**src/verilog/track_pkg.sv**
```systemverilog
`default_nettype none

package track_pkg;

    localparam int COORD_W     = 12;
    localparam int VEL_W       = 8;
    localparam int RADIUS_W    = 6;
    localparam int SQ_W        = 26;
    localparam int SEG_COUNT   = 12;
    localparam int QUEUE_DEPTH = 4;
    localparam int QUEUE_PTR_W = 2;
    localparam int CREDIT_W    = 3;

    typedef enum logic [1:0] {
        SEG_HORIZ,
        SEG_VERT,
        SEG_ARC
    } seg_kind_t;

    // bounding box is inclusive on all four edges
    typedef struct packed {
        seg_kind_t                 kind;
        logic signed [COORD_W-1:0] x_left;
        logic signed [COORD_W-1:0] x_right;
        logic signed [COORD_W-1:0] y_top;
        logic signed [COORD_W-1:0] y_bottom;
        // arc geometry, zero on straights
        logic signed [COORD_W-1:0] center_x;
        logic signed [COORD_W-1:0] center_y;
        logic [COORD_W-1:0]        r_inner;
        logic [COORD_W-1:0]        r_outer;
    } segment_t;

    // the closed loop, in driving order
    localparam segment_t TRACK [SEG_COUNT] = '{
        '{kind: SEG_HORIZ, x_left: -550, x_right: 530, y_top: -250, y_bottom: -365,
          center_x: 0, center_y: 0, r_inner: 0, r_outer: 0},
        '{kind: SEG_ARC, x_left: -770, x_right: -550, y_top: -150, y_bottom: -370,
          center_x: -550, center_y: -150, r_inner: 100, r_outer: 215},
        '{kind: SEG_VERT, x_left: -765, x_right: -650, y_top: 150, y_bottom: -150,
          center_x: 0, center_y: 0, r_inner: 0, r_outer: 0},
        '{kind: SEG_ARC, x_left: -770, x_right: -330, y_top: 370, y_bottom: 150,
          center_x: -550, center_y: 150, r_inner: 100, r_outer: 215},
        '{kind: SEG_VERT, x_left: -450, x_right: -335, y_top: 150, y_bottom: 0,
          center_x: 0, center_y: 0, r_inner: 0, r_outer: 0},
        '{kind: SEG_ARC, x_left: -455, x_right: -15, y_top: 0, y_bottom: -220,
          center_x: -235, center_y: 0, r_inner: 100, r_outer: 215},
        '{kind: SEG_VERT, x_left: -135, x_right: -20, y_top: 150, y_bottom: 0,
          center_x: 0, center_y: 0, r_inner: 0, r_outer: 0},
        '{kind: SEG_ARC, x_left: -140, x_right: 80, y_top: 370, y_bottom: 150,
          center_x: 80, center_y: 150, r_inner: 100, r_outer: 215},
        '{kind: SEG_HORIZ, x_left: 80, x_right: 530, y_top: 365, y_bottom: 250,
          center_x: 0, center_y: 0, r_inner: 0, r_outer: 0},
        '{kind: SEG_ARC, x_left: 530, x_right: 750, y_top: 370, y_bottom: 150,
          center_x: 530, center_y: 150, r_inner: 100, r_outer: 215},
        '{kind: SEG_VERT, x_left: 630, x_right: 745, y_top: 150, y_bottom: -150,
          center_x: 0, center_y: 0, r_inner: 0, r_outer: 0},
        '{kind: SEG_ARC, x_left: 530, x_right: 750, y_top: -150, y_bottom: -370,
          center_x: 530, center_y: -150, r_inner: 100, r_outer: 215}
    };

endpackage

`default_nettype wire
```
**src/verilog/collision_result.sv**
```systemverilog
`timescale 1ns/1ps
`default_nettype none

module collision_result (
    input  logic                            i_clk,
    input  logic                            i_reset,
    input  logic                            i_valid,
    input  logic [track_pkg::SEG_COUNT-1:0] i_in_box,
    input  logic [track_pkg::SEG_COUNT-1:0] i_in_band,
    input  logic [track_pkg::SEG_COUNT-1:0] i_hit,
    output logic                            o_result_valid,
    output logic                            o_collision,
    output logic                            o_on_track,
    output logic [track_pkg::SEG_COUNT-1:0] o_region
);

    always_ff @(posedge i_clk) begin
        if (i_reset) begin
            o_result_valid <= 1'b0;
        end else begin
            o_result_valid <= i_valid;
        end
    end

    // any segment is enough
    always_ff @(posedge i_clk) begin
        o_collision <= |i_hit;
        o_on_track  <= |i_in_band;
        o_region    <= i_in_box;
    end

endmodule

`default_nettype wire

```
**config.mk**
```make
export PLATFORM = sky130hd
export DESIGN_NAME = collision_result
export DESIGN_NICKNAME = d
export VERILOG_FILES = /design/src/verilog/track_pkg.sv /design/src/verilog/collision_result.sv
export SDC_FILE = /design/constraint.sdc
export NUM_CORES = 1
export LEC_CHECK = 0
export ABC_AREA = 1
export BUFFER_PORTS_ARGS = -buffer_cell sky130_fd_sc_hd__buf_4
export CELL_PAD_IN_SITES_DETAIL_PLACEMENT = 1
export CELL_PAD_IN_SITES_GLOBAL_PLACEMENT = 2
export CORE_MARGIN = 10
export CORE_UTILIZATION = 13
export DETAILED_ROUTE_END_ITERATION = 10
export PLACE_DENSITY = 0.86
export REMOVE_ABC_BUFFERS = 1
export SLEW_MARGIN = 20
export SYNTH_ARGS = -nofsm -noshare
export SYNTH_HDL_FRONTEND = slang
export SYNTH_SLANG_ARGS = --single-unit
```
**constraint.sdc**
```tcl
create_clock -name i_clk -period 0.8 [get_ports i_clk]
set_input_delay 0.16 -clock i_clk [delete_from_list [all_inputs] [get_ports i_clk]]
set_output_delay 0.16 -clock i_clk [all_outputs]
set_load 0.05 [all_outputs]
```
==> flow_summary.yaml, run 1 <==
pwr:
  peakVddDrop_v: 0.000428
  power.switching_mw: 0.425
  p_int_mw: 1.24
  clkPwrFrac: 0.249
  p_leak_nw: 0.523
  total_power_mw: 1.66
  powerDensity_mw_per_mm2: 1500
  power.share.switching: 0.256
  seq_power_share: 0.488
  power_frac_comb: 0.263
route:
  vias_per_cell: 3.66
  wl_mm: 1.85
  wl_per_cell_um: 13.3
  vias: 509
  first_pass_iters: 2
  antenna_left: 0
  drc: 0
  drt_iter0_drc: 6
yosys:
  yosys.area.top_type: "dfxtp_1"
  ys_top_cells_by_area: "dfxtp_1 76%, nor2_1 14%, nand2_1 5.7%, and2_0 3.2%, inv_1 0.95%"
  synthXorXnorAreaFrac: 0
  synth_mux_area_frac: 0
  async_reset_ff_frac: 0
  synth_top_area_frac: 0.759
  synth_compound_area_frac: 0
  synth_top_family_by_area: "simple AND/OR/NAND/NOR gates"
  synthAdderAreaFrac: 0
  synth_common_cells: "15 x dfxtp_1, 15 x nor2_1, 6 x nand2_1, 2 x and2_0, 1 x inv_1"
  synth-main-ff-cell: "dfxtp_1"
  synth_edf_count: 0
  synth_warnings: 0
  ys_seq_elements: 15
  synth_cell_types: 5
  synthCells: 39
  syn_avg_cell_area_um2: 10.1
  yosys.area_share.simple: 0.231
  netlist_area_um2: 395
  seq_area_frac_synth: 0.759
timing:
  fmax_mhz: 1090
  post-route-min-period_ps: 919
  setup_tns_ps: -1650
  hold_viol: 0
  maxSlewViolCount: 0
  rsz0062_at_grt: "true"
  relSlewSlack: 0.941
  fin_ws_ps: -119
  period_share: 1.15
  finalSetupViolations: 15
  worst_pin_slew_ps: 87.9
placement:
  post_dp_cell_area_um2: 832
  io_buffers: 53
  place_congestion: 0.569
  dp_cells: 123
job:
  cap_violations: 0
status:
  violations: "negative setup slack"
  status: "finished with violations"
final_layout:
  fin_cells: 139
  post_route_cells_drive_above_1_share: 0.657
  diodes: 0
  fin_nets: 148
  nFillCells: 309
  final_cell_area_mm2: 0.00111
  area_delta_synth_final_pct: 181
worst_setup_path:
  startpoint_type: "register"
  worstSetupEndpointType: "primary output"
  critPathTopFamily: "flip-flops"
  cp_cell_sequence: "buf_8"
  worst-setup-path-type: "register to primary output"
  crit_slowest_cell: "dfxtp_2"
  cp_max_fo: 1
  path_buf_inv: 1
  cp.required_ps: 640
  max_stage_delay_ps: 340
  arrival_ps: 760
clocking:
  cts.sinks: 15
  clk_path_buf_depth: 2
  cts_root_buf: "clkbuf_4"
  cts_max_level: 1
  cts_buffers: 3
  path_clk_slew_ps: 90
  cts_tree: "built"
global_route:
  grt_pass1_vias: 625
  overflow: 0
  antenna_found_initial: 0
  gr-usage-all-layers: 0.0678
  grt_pass1_wl_mm: 2.86
  grt_start_max_net_pins: 9
die:
  core_mm2: 0.00283
  core.rowCount: 19
  initial_utilization: 0.140
  die_w_um: 75.2
  dieArea_mm2: 0.00565
  die_h_um: 75.2
  ios: 54
worst_hold_path:
  hold_class: "input port to register"
[power by group through the flow]
| stage | Combinational [mW] | Clock (mW) | Sequential [mW] |
|---|---|---|---|
| 6_report | 0.437 | 0.413 | 0.810 |
| 5_1_grt | 0.462 | 0.480 | 0.815 |
| 4_1_cts | 0.441 | 0.453 | 0.811 |
| 3_5_place_dp | 0.345 | 0 | 0.808 |
| 3_3_place_gp | 0.339 | 0 | 0.807 |
| 2_1_floorplan | 0.0187 | 0 | 0.931 |
[flip-flops by register name, indices dropped and copies added, names as in the netlist]
name            count
o_collision         1
o_on_track          1
o_region           12
o_result_valid      1
[cells in the final DEF (no fill, tap or decap)]
cell type	count
clkbuf_4	3
buf_8	15
inv_1	1
and2_0	2
nor2_1	15
buf_4	38
nand2_1	6
clkbuf_1	1
dlygate4sd3_1	12
dfxtp_2	15
[stage by stage]
stage | hold WS [ps] | utilization | setup slack [ps]
6_report | 27.3 | 0.392 | -119
5_1_grt | 11.3 | 0.392 | -161
4_1_cts | 8.88 | 0.392 | -144
3_5_place_dp | 266 | 0.294 | 85.1
3_3_place_gp | 266 | 0.294 | 117
2_1_floorplan | 188 | - | 52.7
[area by class of cell]
cell class                      count  area [um2]  area share
Timing Repair Buffer               65         631       0.568
Sequential cell                    15         319       0.287
Multi-Input combinational cell     23        91.3      0.0823
Tap cell                           31        38.8      0.0349
Clock buffer                        4        26.3      0.0237
Inverter                            1        3.75     0.00338
[worst paths after layout]
| path | start | endpoint | cells after the start |
|---|---|---|---|
| worst max-delay path | o_region[3] | o_region[3] | 1 |
| worst min-delay path | i_reset | o_result_valid | 2 |
[layer usage]
layer / global-route usage / share of wire / up-vias / wire, um
li1: - / - / 255 / -
met1: 0.0594 / 0.37 / 214 / 687
met2: 0.126 / 0.49 / 38 / 909
met3: 0.0355 / 0.13 / 2 / 247
met4: 0.0309 / 0.0043 / 0 / 8
met5: 0 / 0 / - / 0
[cell families after synthesis]
kind of cell	Yosys count
simple gates	23
flops	15
buf+inv	1
[timing repair]
| action | 4_1_cts | 5_1_grt |
|---|---|---|
| buffers inserted | 0 | 0 |
| endpoints found under the setup margin | 15 | 15 |
| endpoints found under the hold margin | 12 | 0 |
| gates resized for setup | 45 | 0 |
| hold buffers | 12 | 0 |
Power figures use the tool's default switching activity.
==> run 2, diff against run 1 <==
ABC_AREA = unset   (was 1)
CORE_ASPECT_RATIO = 1.5   (was unset)
CORE_UTILIZATION = 12   (was 13)
PLACE_DENSITY = 0.82   (was 0.86)
==> flow_summary.yaml, run 2 <==
global_route:
  grt_start_max_net_pins: 10
  antenna_found_initial: 0
  gr-usage-all-layers: 0.0598
  overflow: 0
  grt_pass1_wl_mm: 2.60
  grt_pass1_vias: 562
timing:
  setup_tns_ps: -1010
  finalSetupViolations: 15
  post-route-min-period_ps: 871
  fin_ws_ps: -71.3
  relSlewSlack: 0.821
  maxSlewViolCount: 0
  rsz0062_at_grt: "true"
  hold_viol: 0
  period_share: 1.09
  whs_ps: 20.1
  fmax_mhz: 1150
  worst_pin_slew_ps: 266
placement:
  post_dp_cell_area_um2: 801
  dp_cells: 116
  place_congestion: 0.638
  io_buffers: 53
final_layout:
  nFillCells: 339
  seq_area_um2: 319
  final_cell_mix: "38 x buf_4, 15 x dfxtp_2, 15 x buf_8, 6 x nor4_1, 3 x clkbuf_8"
  multiInputGateArea_um2: 53.8
  fin_nets: 121
  post_route_cells_drive_above_1_share: 0.889
  layout_commonest_cell: "buf_4"
  diodes: 0
  regMostFlops: "o_region"
  fin_cells: 120
  largest_register_ffs: 12
  area_delta_synth_final_pct: 176
  final_cell_area_um2: 978
clocking:
  cts_buffers: 3
  hold_buffers: 0
  clk_path_buf_depth: 2
  cts_root_buf: "clkbuf_8"
  cts.sinks: 15
  path_clk_slew_ps: 60
  cts_max_level: 1
  cts_tree: "built"
worst_setup_path:
  worstSetupEndpointType: "primary output"
  cp.required_ps: 640
  max_stage_delay_ps: 330
  cp_max_fo: 1
  crit_slowest_cell: "dfxtp_2"
  worst-setup-path-type: "register to primary output"
  cp_cell_sequence: "buf_8"
  critPathTopFamily: "flip-flops"
  startpoint_type: "register"
  path_buf_inv: 1
  cp_num_cells: 1
  cp-startpoint: "o_region[11]"
  arrival_ps: 710
  endpoint: "o_region[11]"
pwr:
  power_frac_comb: 0.212
  power.share.switching: 0.240
  clkPwrFrac: 0.329
  peakVddDrop_v: 0.000589
  powerDensity_mw_per_mm2: 1810
  seq_power_share: 0.459
  power.switching_mw: 0.425
  p_leak_nw: 0.450
  p_int_mw: 1.34
yosys:
  synth_common_cells: "15 x dfxtp_1, 6 x nor4_1, 2 x nand3_1, 1 x nor2b_1"
  ys_seq_elements: 15
  yosysMostFrequentCell: "dfxtp_1"
  synthCells: 24
  synth_edf_count: 0
  yosys.area.top_type: "dfxtp_1"
  synth_cell_types: 4
  ys_top_cells_by_area: "dfxtp_1 85%, nor4_1 11%, nand3_1 2.8%, nor2b_1 1.8%"
  netlist_area_um2: 354
  seq_area_frac_synth: 0.848
  synth-main-ff-cell: "dfxtp_1"
  synth_top_area_frac: 0.848
  async_reset_ff_frac: 0
  syn_avg_cell_area_um2: 14.8
  synth_warnings: 0
route:
  vias_per_cell: 3.60
  first_pass_iters: 1
  wl_mm: 1.63
  vias: 432
  drc: 0
  drt_iter0_drc: 0
  antenna_left: 0
  wl_per_cell_um: 13.6
status:
  status: "finished with violations"
  violations: "negative setup slack"
die:
  core.rowCount: 24
  die_w_um: 64.4
  die_h_um: 86.5
  initial_utilization: 0.123
  ios: 54
  dieArea_mm2: 0.00557
  core_mm2: 0.00288
worst_hold_path:
  hold_depth: 1
  holdCritStartpoint: "i_in_box[6]"
  hold_class: "input port to register"
job:
  cap_violations: 0
run 2: cell count changes in the layout (fill, tap and decap cells not counted), moves of 2 or more:
cell / change
and2_0: -2
nand2_1: -6
clkbuf_8: +3
nor4_1: +6
nand3_1: +2
nor2_1: -15
dlygate4sd3_1: -12
clkbuf_4: -3
run 2: worst min-delay path by stage:
stage	to	slack [ps]
5_1_grt	o_region[5]	1
3_3_place_gp	o_region[2]	270
4_1_cts	o_region[2]	10
2_1_floorplan	o_region[0]	190
3_5_place_dp	o_region[6]	270
6_report	o_region[6]	20
run 2: cell families after synthesis:
family / after synthesis / synth area share
flip-flops: 15 / 0.848
AND/OR/NAND/NOR: 9 / 0.152
run 2: area by class of cell:
class,instances,area share
clock buffer,3,0.0422
multi-input combinational,9,0.0550
timing repair buffer,53,0.522
tap,39,0.0499
clock inverter,1,0.00512
sequential,15,0.326
run 2: metrics by stage:
| step | utilization | setup WS [ps] | power, mW |
|---|---|---|---|
| global placement | 0.278 | -15.8 | 1.14 |
| CTS | 0.339 | -86.8 | 1.81 |
| global route | 0.339 | -111 | 1.87 |
| floorplan | - | 52.7 | 0.939 |
| finish | 0.339 | -71.3 | 1.77 |
| detailed placement | 0.278 | -45.3 | 1.14 |
run 2: layer usage:
metal | track usage | wire length, um
met1 | 0.0497 | 545
met5 | 0 | 0
met3 | 0.0530 | 330
met4 | 0.0234 | 7
met2 | 0.0989 | 750
run 2: timing repair:
item                       4_1_cts  5_1_grt
setup endpoints to repair       15       15
gates resized for setup         45        0
buffers inserted                 0        0
run 2: power by group through the flow:
stage	logic (mW)	registers [mW]	clock network (mW)
after detailed placement	0.334	0.808	0
after global placement	0.328	0.807	0
final	0.376	0.812	0.582
after CTS	0.382	0.812	0.615
after floorplan	0.00718	0.931	0
after global routing	0.395	0.815	0.661
