$ cat config.mk
export PLATFORM = sky130hd
export DESIGN_NAME = query_fifo
export DESIGN_NICKNAME = d
export VERILOG_FILES = /design/src/verilog/track_pkg.sv /design/src/verilog/query_fifo.sv
export SDC_FILE = /design/constraint.sdc
export NUM_CORES = 1
export LEC_CHECK = 0
export BUFFER_PORTS_ARGS = -buffer_cell sky130_fd_sc_hd__buf_2
export CORE_MARGIN = 2
export CORE_UTILIZATION = 28
export DETAILED_ROUTE_END_ITERATION = 16
export GPL_TIMING_DRIVEN = 0
export PLACE_DENSITY_LB_ADDON = 0.05
export SLEW_MARGIN = 5
export SYNTH_ARGS = -nofsm -noshare
export SYNTH_HDL_FRONTEND = slang
export SYNTH_SLANG_ARGS = --single-unit
$ cat constraint.sdc
create_clock -name i_clk -period 4.1 [get_ports i_clk]
set_input_delay 0 -clock i_clk [delete_from_list [all_inputs] [get_ports i_clk]]
set_output_delay 0 -clock i_clk [all_outputs]
set_load 0.03 [all_outputs]
$ cat src/verilog/track_pkg.sv
`default_nettype none

package track_pkg;

    localparam int COORD_W     = 12;
    localparam int VEL_W       = 8;
    localparam int RADIUS_W    = 6;
    localparam int SQ_W        = 26;
    localparam int SEG_COUNT   = 12;
    localparam int QUEUE_DEPTH = 4;
    localparam int QUEUE_PTR_W = 2;
    localparam int CREDIT_W    = 3;

    typedef enum logic [1:0] {
        SEG_HORIZ,
        SEG_VERT,
        SEG_ARC
    } seg_kind_t;

    // bounding box is inclusive on all four edges
    typedef struct packed {
        seg_kind_t                 kind;
        logic signed [COORD_W-1:0] x_left;
        logic signed [COORD_W-1:0] x_right;
        logic signed [COORD_W-1:0] y_top;
        logic signed [COORD_W-1:0] y_bottom;
        // arc geometry, zero on straights
        logic signed [COORD_W-1:0] center_x;
        logic signed [COORD_W-1:0] center_y;
        logic [COORD_W-1:0]        r_inner;
        logic [COORD_W-1:0]        r_outer;
    } segment_t;

    // the closed loop, in driving order
    localparam segment_t TRACK [SEG_COUNT] = '{
        '{kind: SEG_HORIZ, x_left: -550, x_right: 530, y_top: -250, y_bottom: -365,
          center_x: 0, center_y: 0, r_inner: 0, r_outer: 0},
        '{kind: SEG_ARC, x_left: -770, x_right: -550, y_top: -150, y_bottom: -370,
          center_x: -550, center_y: -150, r_inner: 100, r_outer: 215},
        '{kind: SEG_VERT, x_left: -765, x_right: -650, y_top: 150, y_bottom: -150,
          center_x: 0, center_y: 0, r_inner: 0, r_outer: 0},
        '{kind: SEG_ARC, x_left: -770, x_right: -330, y_top: 370, y_bottom: 150,
          center_x: -550, center_y: 150, r_inner: 100, r_outer: 215},
        '{kind: SEG_VERT, x_left: -450, x_right: -335, y_top: 150, y_bottom: 0,
          center_x: 0, center_y: 0, r_inner: 0, r_outer: 0},
        '{kind: SEG_ARC, x_left: -455, x_right: -15, y_top: 0, y_bottom: -220,
          center_x: -235, center_y: 0, r_inner: 100, r_outer: 215},
        '{kind: SEG_VERT, x_left: -135, x_right: -20, y_top: 150, y_bottom: 0,
          center_x: 0, center_y: 0, r_inner: 0, r_outer: 0},
        '{kind: SEG_ARC, x_left: -140, x_right: 80, y_top: 370, y_bottom: 150,
          center_x: 80, center_y: 150, r_inner: 100, r_outer: 215},
        '{kind: SEG_HORIZ, x_left: 80, x_right: 530, y_top: 365, y_bottom: 250,
          center_x: 0, center_y: 0, r_inner: 0, r_outer: 0},
        '{kind: SEG_ARC, x_left: 530, x_right: 750, y_top: 370, y_bottom: 150,
          center_x: 530, center_y: 150, r_inner: 100, r_outer: 215},
        '{kind: SEG_VERT, x_left: 630, x_right: 745, y_top: 150, y_bottom: -150,
          center_x: 0, center_y: 0, r_inner: 0, r_outer: 0},
        '{kind: SEG_ARC, x_left: 530, x_right: 750, y_top: -150, y_bottom: -370,
          center_x: 530, center_y: -150, r_inner: 100, r_outer: 215}
    };

endpackage

`default_nettype wire
$ cat src/verilog/query_fifo.sv
`timescale 1ns/1ps
`default_nettype none

module query_fifo (
    input  logic                                   i_clk,
    input  logic                                   i_reset,
    input  logic                                   i_push,
    input  logic signed [track_pkg::COORD_W-1:0]   i_x,
    input  logic signed [track_pkg::COORD_W-1:0]   i_y,
    input  logic signed [track_pkg::VEL_W-1:0]     i_v_x,
    input  logic signed [track_pkg::VEL_W-1:0]     i_v_y,
    input  logic        [track_pkg::RADIUS_W-1:0]  i_radius,
    output logic                                   o_pop_valid,
    output logic signed [track_pkg::COORD_W-1:0]   o_x,
    output logic signed [track_pkg::COORD_W-1:0]   o_y,
    output logic signed [track_pkg::VEL_W-1:0]     o_v_x,
    output logic signed [track_pkg::VEL_W-1:0]     o_v_y,
    output logic        [track_pkg::RADIUS_W-1:0]  o_radius,
    output logic                                   o_credit
);

    logic signed [track_pkg::COORD_W-1:0]  mem_x [track_pkg::QUEUE_DEPTH];
    logic signed [track_pkg::COORD_W-1:0]  mem_y [track_pkg::QUEUE_DEPTH];
    logic signed [track_pkg::VEL_W-1:0]    mem_v_x [track_pkg::QUEUE_DEPTH];
    logic signed [track_pkg::VEL_W-1:0]    mem_v_y [track_pkg::QUEUE_DEPTH];
    logic        [track_pkg::RADIUS_W-1:0] mem_radius [track_pkg::QUEUE_DEPTH];

    logic [track_pkg::QUEUE_PTR_W-1:0] wr_ptr;
    logic [track_pkg::QUEUE_PTR_W-1:0] rd_ptr;
    logic [track_pkg::CREDIT_W-1:0]    count;
    logic                              pop;

    // drain one entry every cycle, credit goes back with it
    assign pop      = (count != '0);
    assign o_credit = pop;

    always_ff @(posedge i_clk) begin
        if (i_reset) begin
            wr_ptr      <= '0;
            rd_ptr      <= '0;
            count       <= '0;
            o_pop_valid <= 1'b0;
        end else begin
            if (i_push) begin
                wr_ptr <= wr_ptr + 1'b1;
            end
            if (pop) begin
                rd_ptr <= rd_ptr + 1'b1;
            end
            count       <= count + track_pkg::CREDIT_W'(i_push) - track_pkg::CREDIT_W'(pop);
            o_pop_valid <= pop;
        end
    end

    always_ff @(posedge i_clk) begin
        if (i_push) begin
            mem_x[wr_ptr]      <= i_x;
            mem_y[wr_ptr]      <= i_y;
            mem_v_x[wr_ptr]    <= i_v_x;
            mem_v_y[wr_ptr]    <= i_v_y;
            mem_radius[wr_ptr] <= i_radius;
        end
        // head is registered on its way out
        if (pop) begin
            o_x      <= mem_x[rd_ptr];
            o_y      <= mem_y[rd_ptr];
            o_v_x    <= mem_v_x[rd_ptr];
            o_v_y    <= mem_v_y[rd_ptr];
            o_radius <= mem_radius[rd_ptr];
        end
    end

endmodule

`default_nettype wire

==> impl_results.md, run 1 <==
- Post-synthesis sequential area ratio: 83.7%
- Least-Margin Pin Slew: 0.762 ns
- Sequential power share: 43.9%
- Row count: 63
- Clock Sinks: 238
- Initial antenna violation count: 0
- Fmax: 409 MHz
- Residual DRC count: 0
- CP Launch Type: flop
- Synth Warn #: 0
- Final hold viol count: 0
- Endpoints failing setup: 0
- Worst setup EP type: flop
- P_leak: 3.68 nW
- CTS tree: yes
- DRT Pass-1 Iters: 4
- Hold buffers post-CTS: 49
- Post-synth ARST share: 0%
- Clock power share: 30.4%
- Top-level port count: 97
- Vias per inst: 4.25
- Layout cells sized above 1: 36.7%
- Leading cell type by number of instances after synthesis: edfxtp_1
- Die Ht: 178 um
- CP peak stage delay: 0.60 ns
- Required @ worst endpoint: 4.50 ns
- Post CTS Setup Buffer Count: 0
- Sw Share: 29.4%
- Crit path max fanout: 25
- VDD IR max: 0.351 mV
- Slew HR: 49.2%
- Ys flop type: edfxtp_1
- Pwr dens: 692 mW/mm^2
- Largest net degree at the start of global routing: 26
- Crit path cell chain: or3_4, buf_12, ha_1, inv_1, ha_1, fa_1, xor3_1, nor2_1
- Post-route minimum period: 2.45 ns
- P_sw: 2.20 mW
- Vias in the first global route: 4,201
- WL per Instance: 18.7 um
- Max clock buf depth: 3
- Num CTS Buffers: 27
- Crit Path Category: flop to flop
- Slew Limit Fails: 0
- Area of the core: 0.0296 mm^2
- Vias after detailed routing: 3,876
- Final GP Congestion: 0.596
- HPWL after DPL: 9680 um
- Clk slew on worst S/H paths: 0.06 ns
- Post-route ant nets: 0
- Period utilisation layout: 59.7%
- Post-synth top cells: 230 x edfxtp_1, 46 x mux4_2, 8 x dfxtp_1
- DP Area: 0.00952 mm^2
- RSZ-0062 raised after global routing: no
- Clk_lat worst skew: 0.52 ns
- Crit path top cell by count: ha_1
- Chip width: 178 um
- Mean Syn Cell Area: 25.7 um^2
- Layout Nets: 562
- Largest cells by area after synthesis: edfxtp_1 82%, mux4_2 12%, dfxtp_1 1.9%
- Pint: 5.30 mW
- Cts repair resizes: 0
- Worst Clk Skew: 0.00948 ns
- Distinct cells, synth: 22
- Total Power: 7.50 mW
- GRT Util Overall: 11.0%
- Crit path DAT: 2.84 ns
- Hold Path Class: primary input to flop
- Die ar.: 0.0316 mm^2
- FF+latch count, synth: 238
- Mapped cell area: 0.00844 mm^2
- DRT iter0 DRCs: 212
- CTS root buf: clkbuf_16
- Area growth syn-to-layout: 28.4%
- WL final: 17,000 um
- N_diodes: 0
- Syn_nets: 384
- Fraction of synthesized cell area taken by the top area cell type: 81.8%
- Htree depth: 1
- Leading area contributor after synthesis: edfxtp_1
- Post-synth EDFFs: 230
- Combinational power share: 25.7%
- Slowest-stage cell, CP: or3_4
- Initial core utilization: 28.5%
- Post-layout instance area: 0.0108 mm^2
- Run status: finished clean
- Synthesized instance count: 328
- Total grt overflow: 0
- First-pass GRT wire length: 25,500 um
- Port-buffer cells: 95
- Max_cap viols: 0
-- power by group through the flow --
stage / sequential (mW) / clock, mW / combinational, mW
6_report: 3.29 / 2.28 / 1.92
5_1_grt: 3.33 / 2.45 / 2.10
4_1_cts: 3.31 / 2.37 / 2.01
3_5_place_dp: 3.35 / 0 / 1.97
3_3_place_gp: 3.37 / 0 / 1.92
2_1_floorplan: 3.84 / 0 / 0.820
-- sequential cells by signal, indices dropped and copies added, names as in the netlist, 6 cells and up --
name,count
o_radius,6
mem_y,48
mem_v_x,32
o_v_x,8
mem_x,48
mem_v_y,32
o_y,12
o_x,12
o_v_y,8
mem_radius,24
-- stage by stage --
step	cells	worst slack, ns	TNS (ns)	util (%)	hold WS [ns]
6_report	913	1.65	0	36.6	0.231
2_1_floorplan	328	1.18	0	-	0.0989
3_3_place_gp	813	-0.0471	-0.0471	31.7	0.210
5_1_grt	913	1.53	0	36.6	0.215
4_1_cts	913	1.60	0	36.6	0.206
3_5_place_dp	818	1.61	0	32.1	0.220
-- cells by family after synthesis --
logic type	count (synthesis)	share of synthesized area (%)
flops	238	83.7
mux	48	12.5
buf+inv	17	1.20
simple gates	15	0.978
fa+ha+maj	7	1.13
xor+xnor	2	0.385
compound gates	1	0.104
-- path summary, 6_finish.rpt --
| kind | end | depth (start not counted) | slack [ns] | startpoint |
|---|---|---|---|---|
| worst max-delay path | count[2]$_SDFF_PP0_ | 8 | 1.65 | count[1]$_SDFF_PP0_ |
| worst min-delay path | mem_v_x[0][4]$_DFFE_PP_ | 2 | 0.23 | i_v_x[4] |
| worst min register to register | wr_ptr[1]$_SDFFE_PP0P_ | 2 | 0.56 | wr_ptr[1]$_SDFFE_PP0P_ |
| worst max register to register | count[2]$_SDFF_PP0_ | 8 | 1.65 | count[1]$_SDFF_PP0_ |
-- critical path: cells and delay by family (launching register included) --
kind | cells | cell delay [ns]
XOR/XNOR | 1 | 0.20
buffers and inverters | 2 | 0.31
AND/OR/NAND/NOR | 2 | 0.64
adder cells (fa/ha/maj) | 3 | 0.84
flip-flops | 1 | 0.34
-- layout make-up --
class	instances	area, um^2
clock inverters	9	118
repair buffers	149	1070
well taps	390	488
flip-flops and latches	238	7070
multi-input cells	73	1290
plain buffers	11	78.8
inverters	6	22.5
clock buffers	37	713
fillers	2836	18800
-- cell usage in the layout, fill, tap and decap left out, drive strengths merged --
cell type	instances
clkbuf	40
bufinv	3
or3	1
buf	108
ha	6
xor3	1
nor3	1
dfxtp	8
and2	4
edfxtp	230
clkinvlp	1
nor4	1
nor2b	4
dlygate4sd3	49
fa	1
nor2	4
xnor2	1
mux4	46
clkinv	5
mux2	1
inv	6
mux2i	1
o31a	1
-- metal layers --
metal | vias up | wire, um | track usage (%)
met5 | - | 0 | 0
met4 | 0 | 430 | 3.65
met3 | 31 | 863 | 2.34
li1 | 1735 | - | -
met1 | 2021 | 7300 | 14.3
met2 | 89 | 8440 | 18.4
Note: power is estimated with default switching activity, not from simulation.
==> run 2: changes to the inputs <==
==> constraint.sdc (replaced) <==
create_clock -name i_clk -period 2.5 [get_ports i_clk]
set_input_delay 0 -clock i_clk [delete_from_list [all_inputs] [get_ports i_clk]]
set_output_delay 0 -clock i_clk [all_outputs]
set_load 0.03 [all_outputs]
==> run 2 against run 1 <==
Net effect:
- hold slack got worse by 0.0083 ns
- clock skew increased by 0.0088 ns
- fmax increased by 7.3%
- die area unchanged
- largest power group unchanged
- routed wire length increased by 1.5%
- critical path depth decreased by 1
- utilization increased by 0.38 points
- critical endpoint unchanged
- design area increased by 1.0%
- non-clock buffer count decreased by 1
- highest routed layer unchanged
- global-route usage increased by 0.24 points
==> impl_results.md, run 2 (same netlist as run 1, synthesis figures left out) <==
- Least-Margin Pin Slew: 0.822 ns (+0.0606 ns)
- Num CTS Buffers: 28 (+3.7%)
- DRT Pass-1 Iters: 4 (unchanged)
- Post-route ant nets: 0 (unchanged)
- CTS tree: yes
- Crit path top cell by count: ha_1
- Max_cap viols: 0 (unchanged)
- Vias after detailed routing: 3,894 (+0.46%)
- HPWL after DPL: 9310 um (-3.8%)
- Initial antenna violation count: 0 (unchanged)
- Clk slew on worst S/H paths: 0.06 ns (about the same)
- R2R cell count: 7 (-1)
- P_leak: 3.75 nW (+1.9%)
- Worst reg2reg path endpoint: count[2]$_SDFF_PP0_
- Hold WS: 0.223 ns (-0.00830 ns)
- Vias per inst: 4.24 (about the same)
- Worst min-delay path startpoint: i_radius[2]
- Fmax: 438 MHz (+7.3%)
- CP Launch Type: flop
- Slowest-stage cell, CP: or3_4
- Crit path cell chain: or3_4, ha_1, inv_1, ha_1, fa_1, xor3_1, nor2_1
- DP Area: 0.00950 mm^2 (-0.21%)
- Post-route minimum period: 2.28 ns (-0.166 ns)
- Commonest non-fill, non-tap cells in the layout: 230 x edfxtp_1, 98 x buf_2, 49 x dlygate4sd3_1, 46 x mux4_2, 29 x clkbuf_16
- Chip width: 178 um (unchanged)
- Layout cells sized above 1: 38.4% (+1.7 points)
- Dpl cells: 817 (-0.12%)
- Vias in the first global route: 4,240 (+0.93%)
- Delay-heaviest family, CP: adder cells
- GRT Util Overall: 11.3% (+0.24 points)
- Core Util, Final: 37.0% (+0.38 points)
- Residual DRC count: 0 (unchanged)
- Total grt overflow: 0 (unchanged)
- Worst Clk Skew: 0.0183 ns (+0.00880 ns)
- Clk_lat worst skew: 0.53 ns (about the same)
- Crit path DAT: 2.69 ns (-0.15 ns)
- Htree depth: 1 (unchanged)
- CTS root buf: clkbuf_16
- Setup WS pre-CTS: -0.00570 ns (-1.62 ns)
- RSZ-0062 raised after global routing: no
- Endpoints failing setup: 0 (unchanged)
- Top Registers: mem_x: 48 flops, mem_y: 48 flops
- Hold depth: 2 (unchanged)
- Top-level port count: 97 (unchanged)
- Final worst setup slack: 0.219 ns (-1.43 ns)
- Worst setup EP type: flop
- Slew Limit Fails: 0 (unchanged)
- Row count: 63 (unchanged)
- Layout Nets: 563 (+0.18%)
- Die Ht: 178 um (unchanged)
- Most common cell after layout, fill and taps aside: edfxtp_1
- Period utilisation layout: 91.2% (+32 points)
- Worst path bufs/invs: 1 (-1)
- Area of the core: 0.0296 mm^2 (unchanged)
- Clock Sinks: 238 (unchanged)
- Total Power: 12.7 mW (+70%)
- Port-buffer cells: 95 (unchanged)
- WL final: 17,300 um (+1.5%)
- Area growth syn-to-layout: 29.7%
- Run status: finished clean
- R2r startpoint: count[0]$_SDFF_PP0_
- Pwr dens: 1160 mW/mm^2 (+68%)
- Setup TNS: 0 ns (unchanged)
- First-pass GRT wire length: 25,900 um (+1.6%)
- Cts repair resizes: 0 (unchanged)
- Hold Path Class: primary input to flop
- DRT iter0 DRCs: 161 (-24%)
- CP peak stage delay: 0.61 ns (about the same)
- Post-layout instance area: 0.0110 mm^2 (+1.0%)
- Slew HR: 45.2% (-4.0 points)
- Hold endpoint: mem_radius[2][2]$_DFFE_PP_
- Crit path max fanout: 25 (unchanged)
- VDD IR max: 0.446 mV (+27%)
- FF-to-FF setup slack: 0.22 ns (-1.43 ns)
- WL per Instance: 18.8 um (+0.90%)
- Non-filler cells, final: 918 (+0.55%)
- Final hold viol count: 0 (unchanged)
- N_diodes: 0 (unchanged)
- Initial core utilization: 28.5% (unchanged)
- Die ar.: 0.0316 mm^2 (unchanged)
- Post CTS Setup Buffer Count: 0 (unchanged)
- Crit Path Category: flop to flop
- Max clock buf depth: 3 (unchanged)
- Largest net degree at the start of global routing: 27 (+3.8%)
- Final GP Congestion: 0.632 (+6.0%)
- Required @ worst endpoint: 2.91 ns (-1.59 ns)
==> run 2: cell type report <==
cell class | count | area (um^2)
buffer | 11 | 78.8
clock buffer | 33 | 741
clock inverter | 18 | 214
fill | 2810 | 18700
inverter | 6 | 22.5
multi-input combinational | 74 | 1300
sequential | 238 | 7070
tap | 390 | 488
timing repair buffer | 148 | 1050
==> run 2: how the worst max path moves through the flow <==
stage / start / cells past startpoint / end / slack, ns
after global routing: count[0]$_SDFF_PP0_ / 7 / count[2]$_SDFF_PP0_ / 0.12
final: count[0]$_SDFF_PP0_ / 7 / count[2]$_SDFF_PP0_ / 0.22
after floorplan: count[1]$_SDFF_PP0_ / 7 / count[2]$_SDFF_PP0_ / 0.27
after CTS: count[0]$_SDFF_PP0_ / 7 / count[2]$_SDFF_PP0_ / 0.20
after global placement: wr_ptr[0]$_SDFFE_PP0P_ / 3 / mem_x[0][8]$_DFFE_PP_ / -0.90
after detailed placement: count[1]$_SDFF_PP0_ / 7 / count[2]$_SDFF_PP0_ / -0.006
==> run 2: worst reg2reg max path: stages (launching register included) <==
cell     delay (ns)
dfxtp_1        0.35
or3_4          0.62
ha_1           0.37
inv_1          0.04
ha_1           0.18
fa_1           0.37
xor3_1         0.20
nor2_1         0.04
==> run 2: metal layers <==
| layer | wire, um | track usage (%) |
|---|---|---|
| met1 | 7570 | 14.7 |
| met2 | 8600 | 19.1 |
| met3 | 762 | 2.19 |
| met4 | 363 | 3.45 |
| met5 | 0 | 0 |
==> run 2: what timing repair did <==
action                                 4_1_cts  5_1_grt
hold buffers                                49        0
endpoints found under the hold margin      192        0
setup endpoints to repair                    1        0
==> run 2: where the power goes <==
part	leakage, nW	internal, mW	switching, mW
registers	2.21	5.20	0.178
logic	1.06	1.17	1.98
clock network	0.474	2.62	1.56
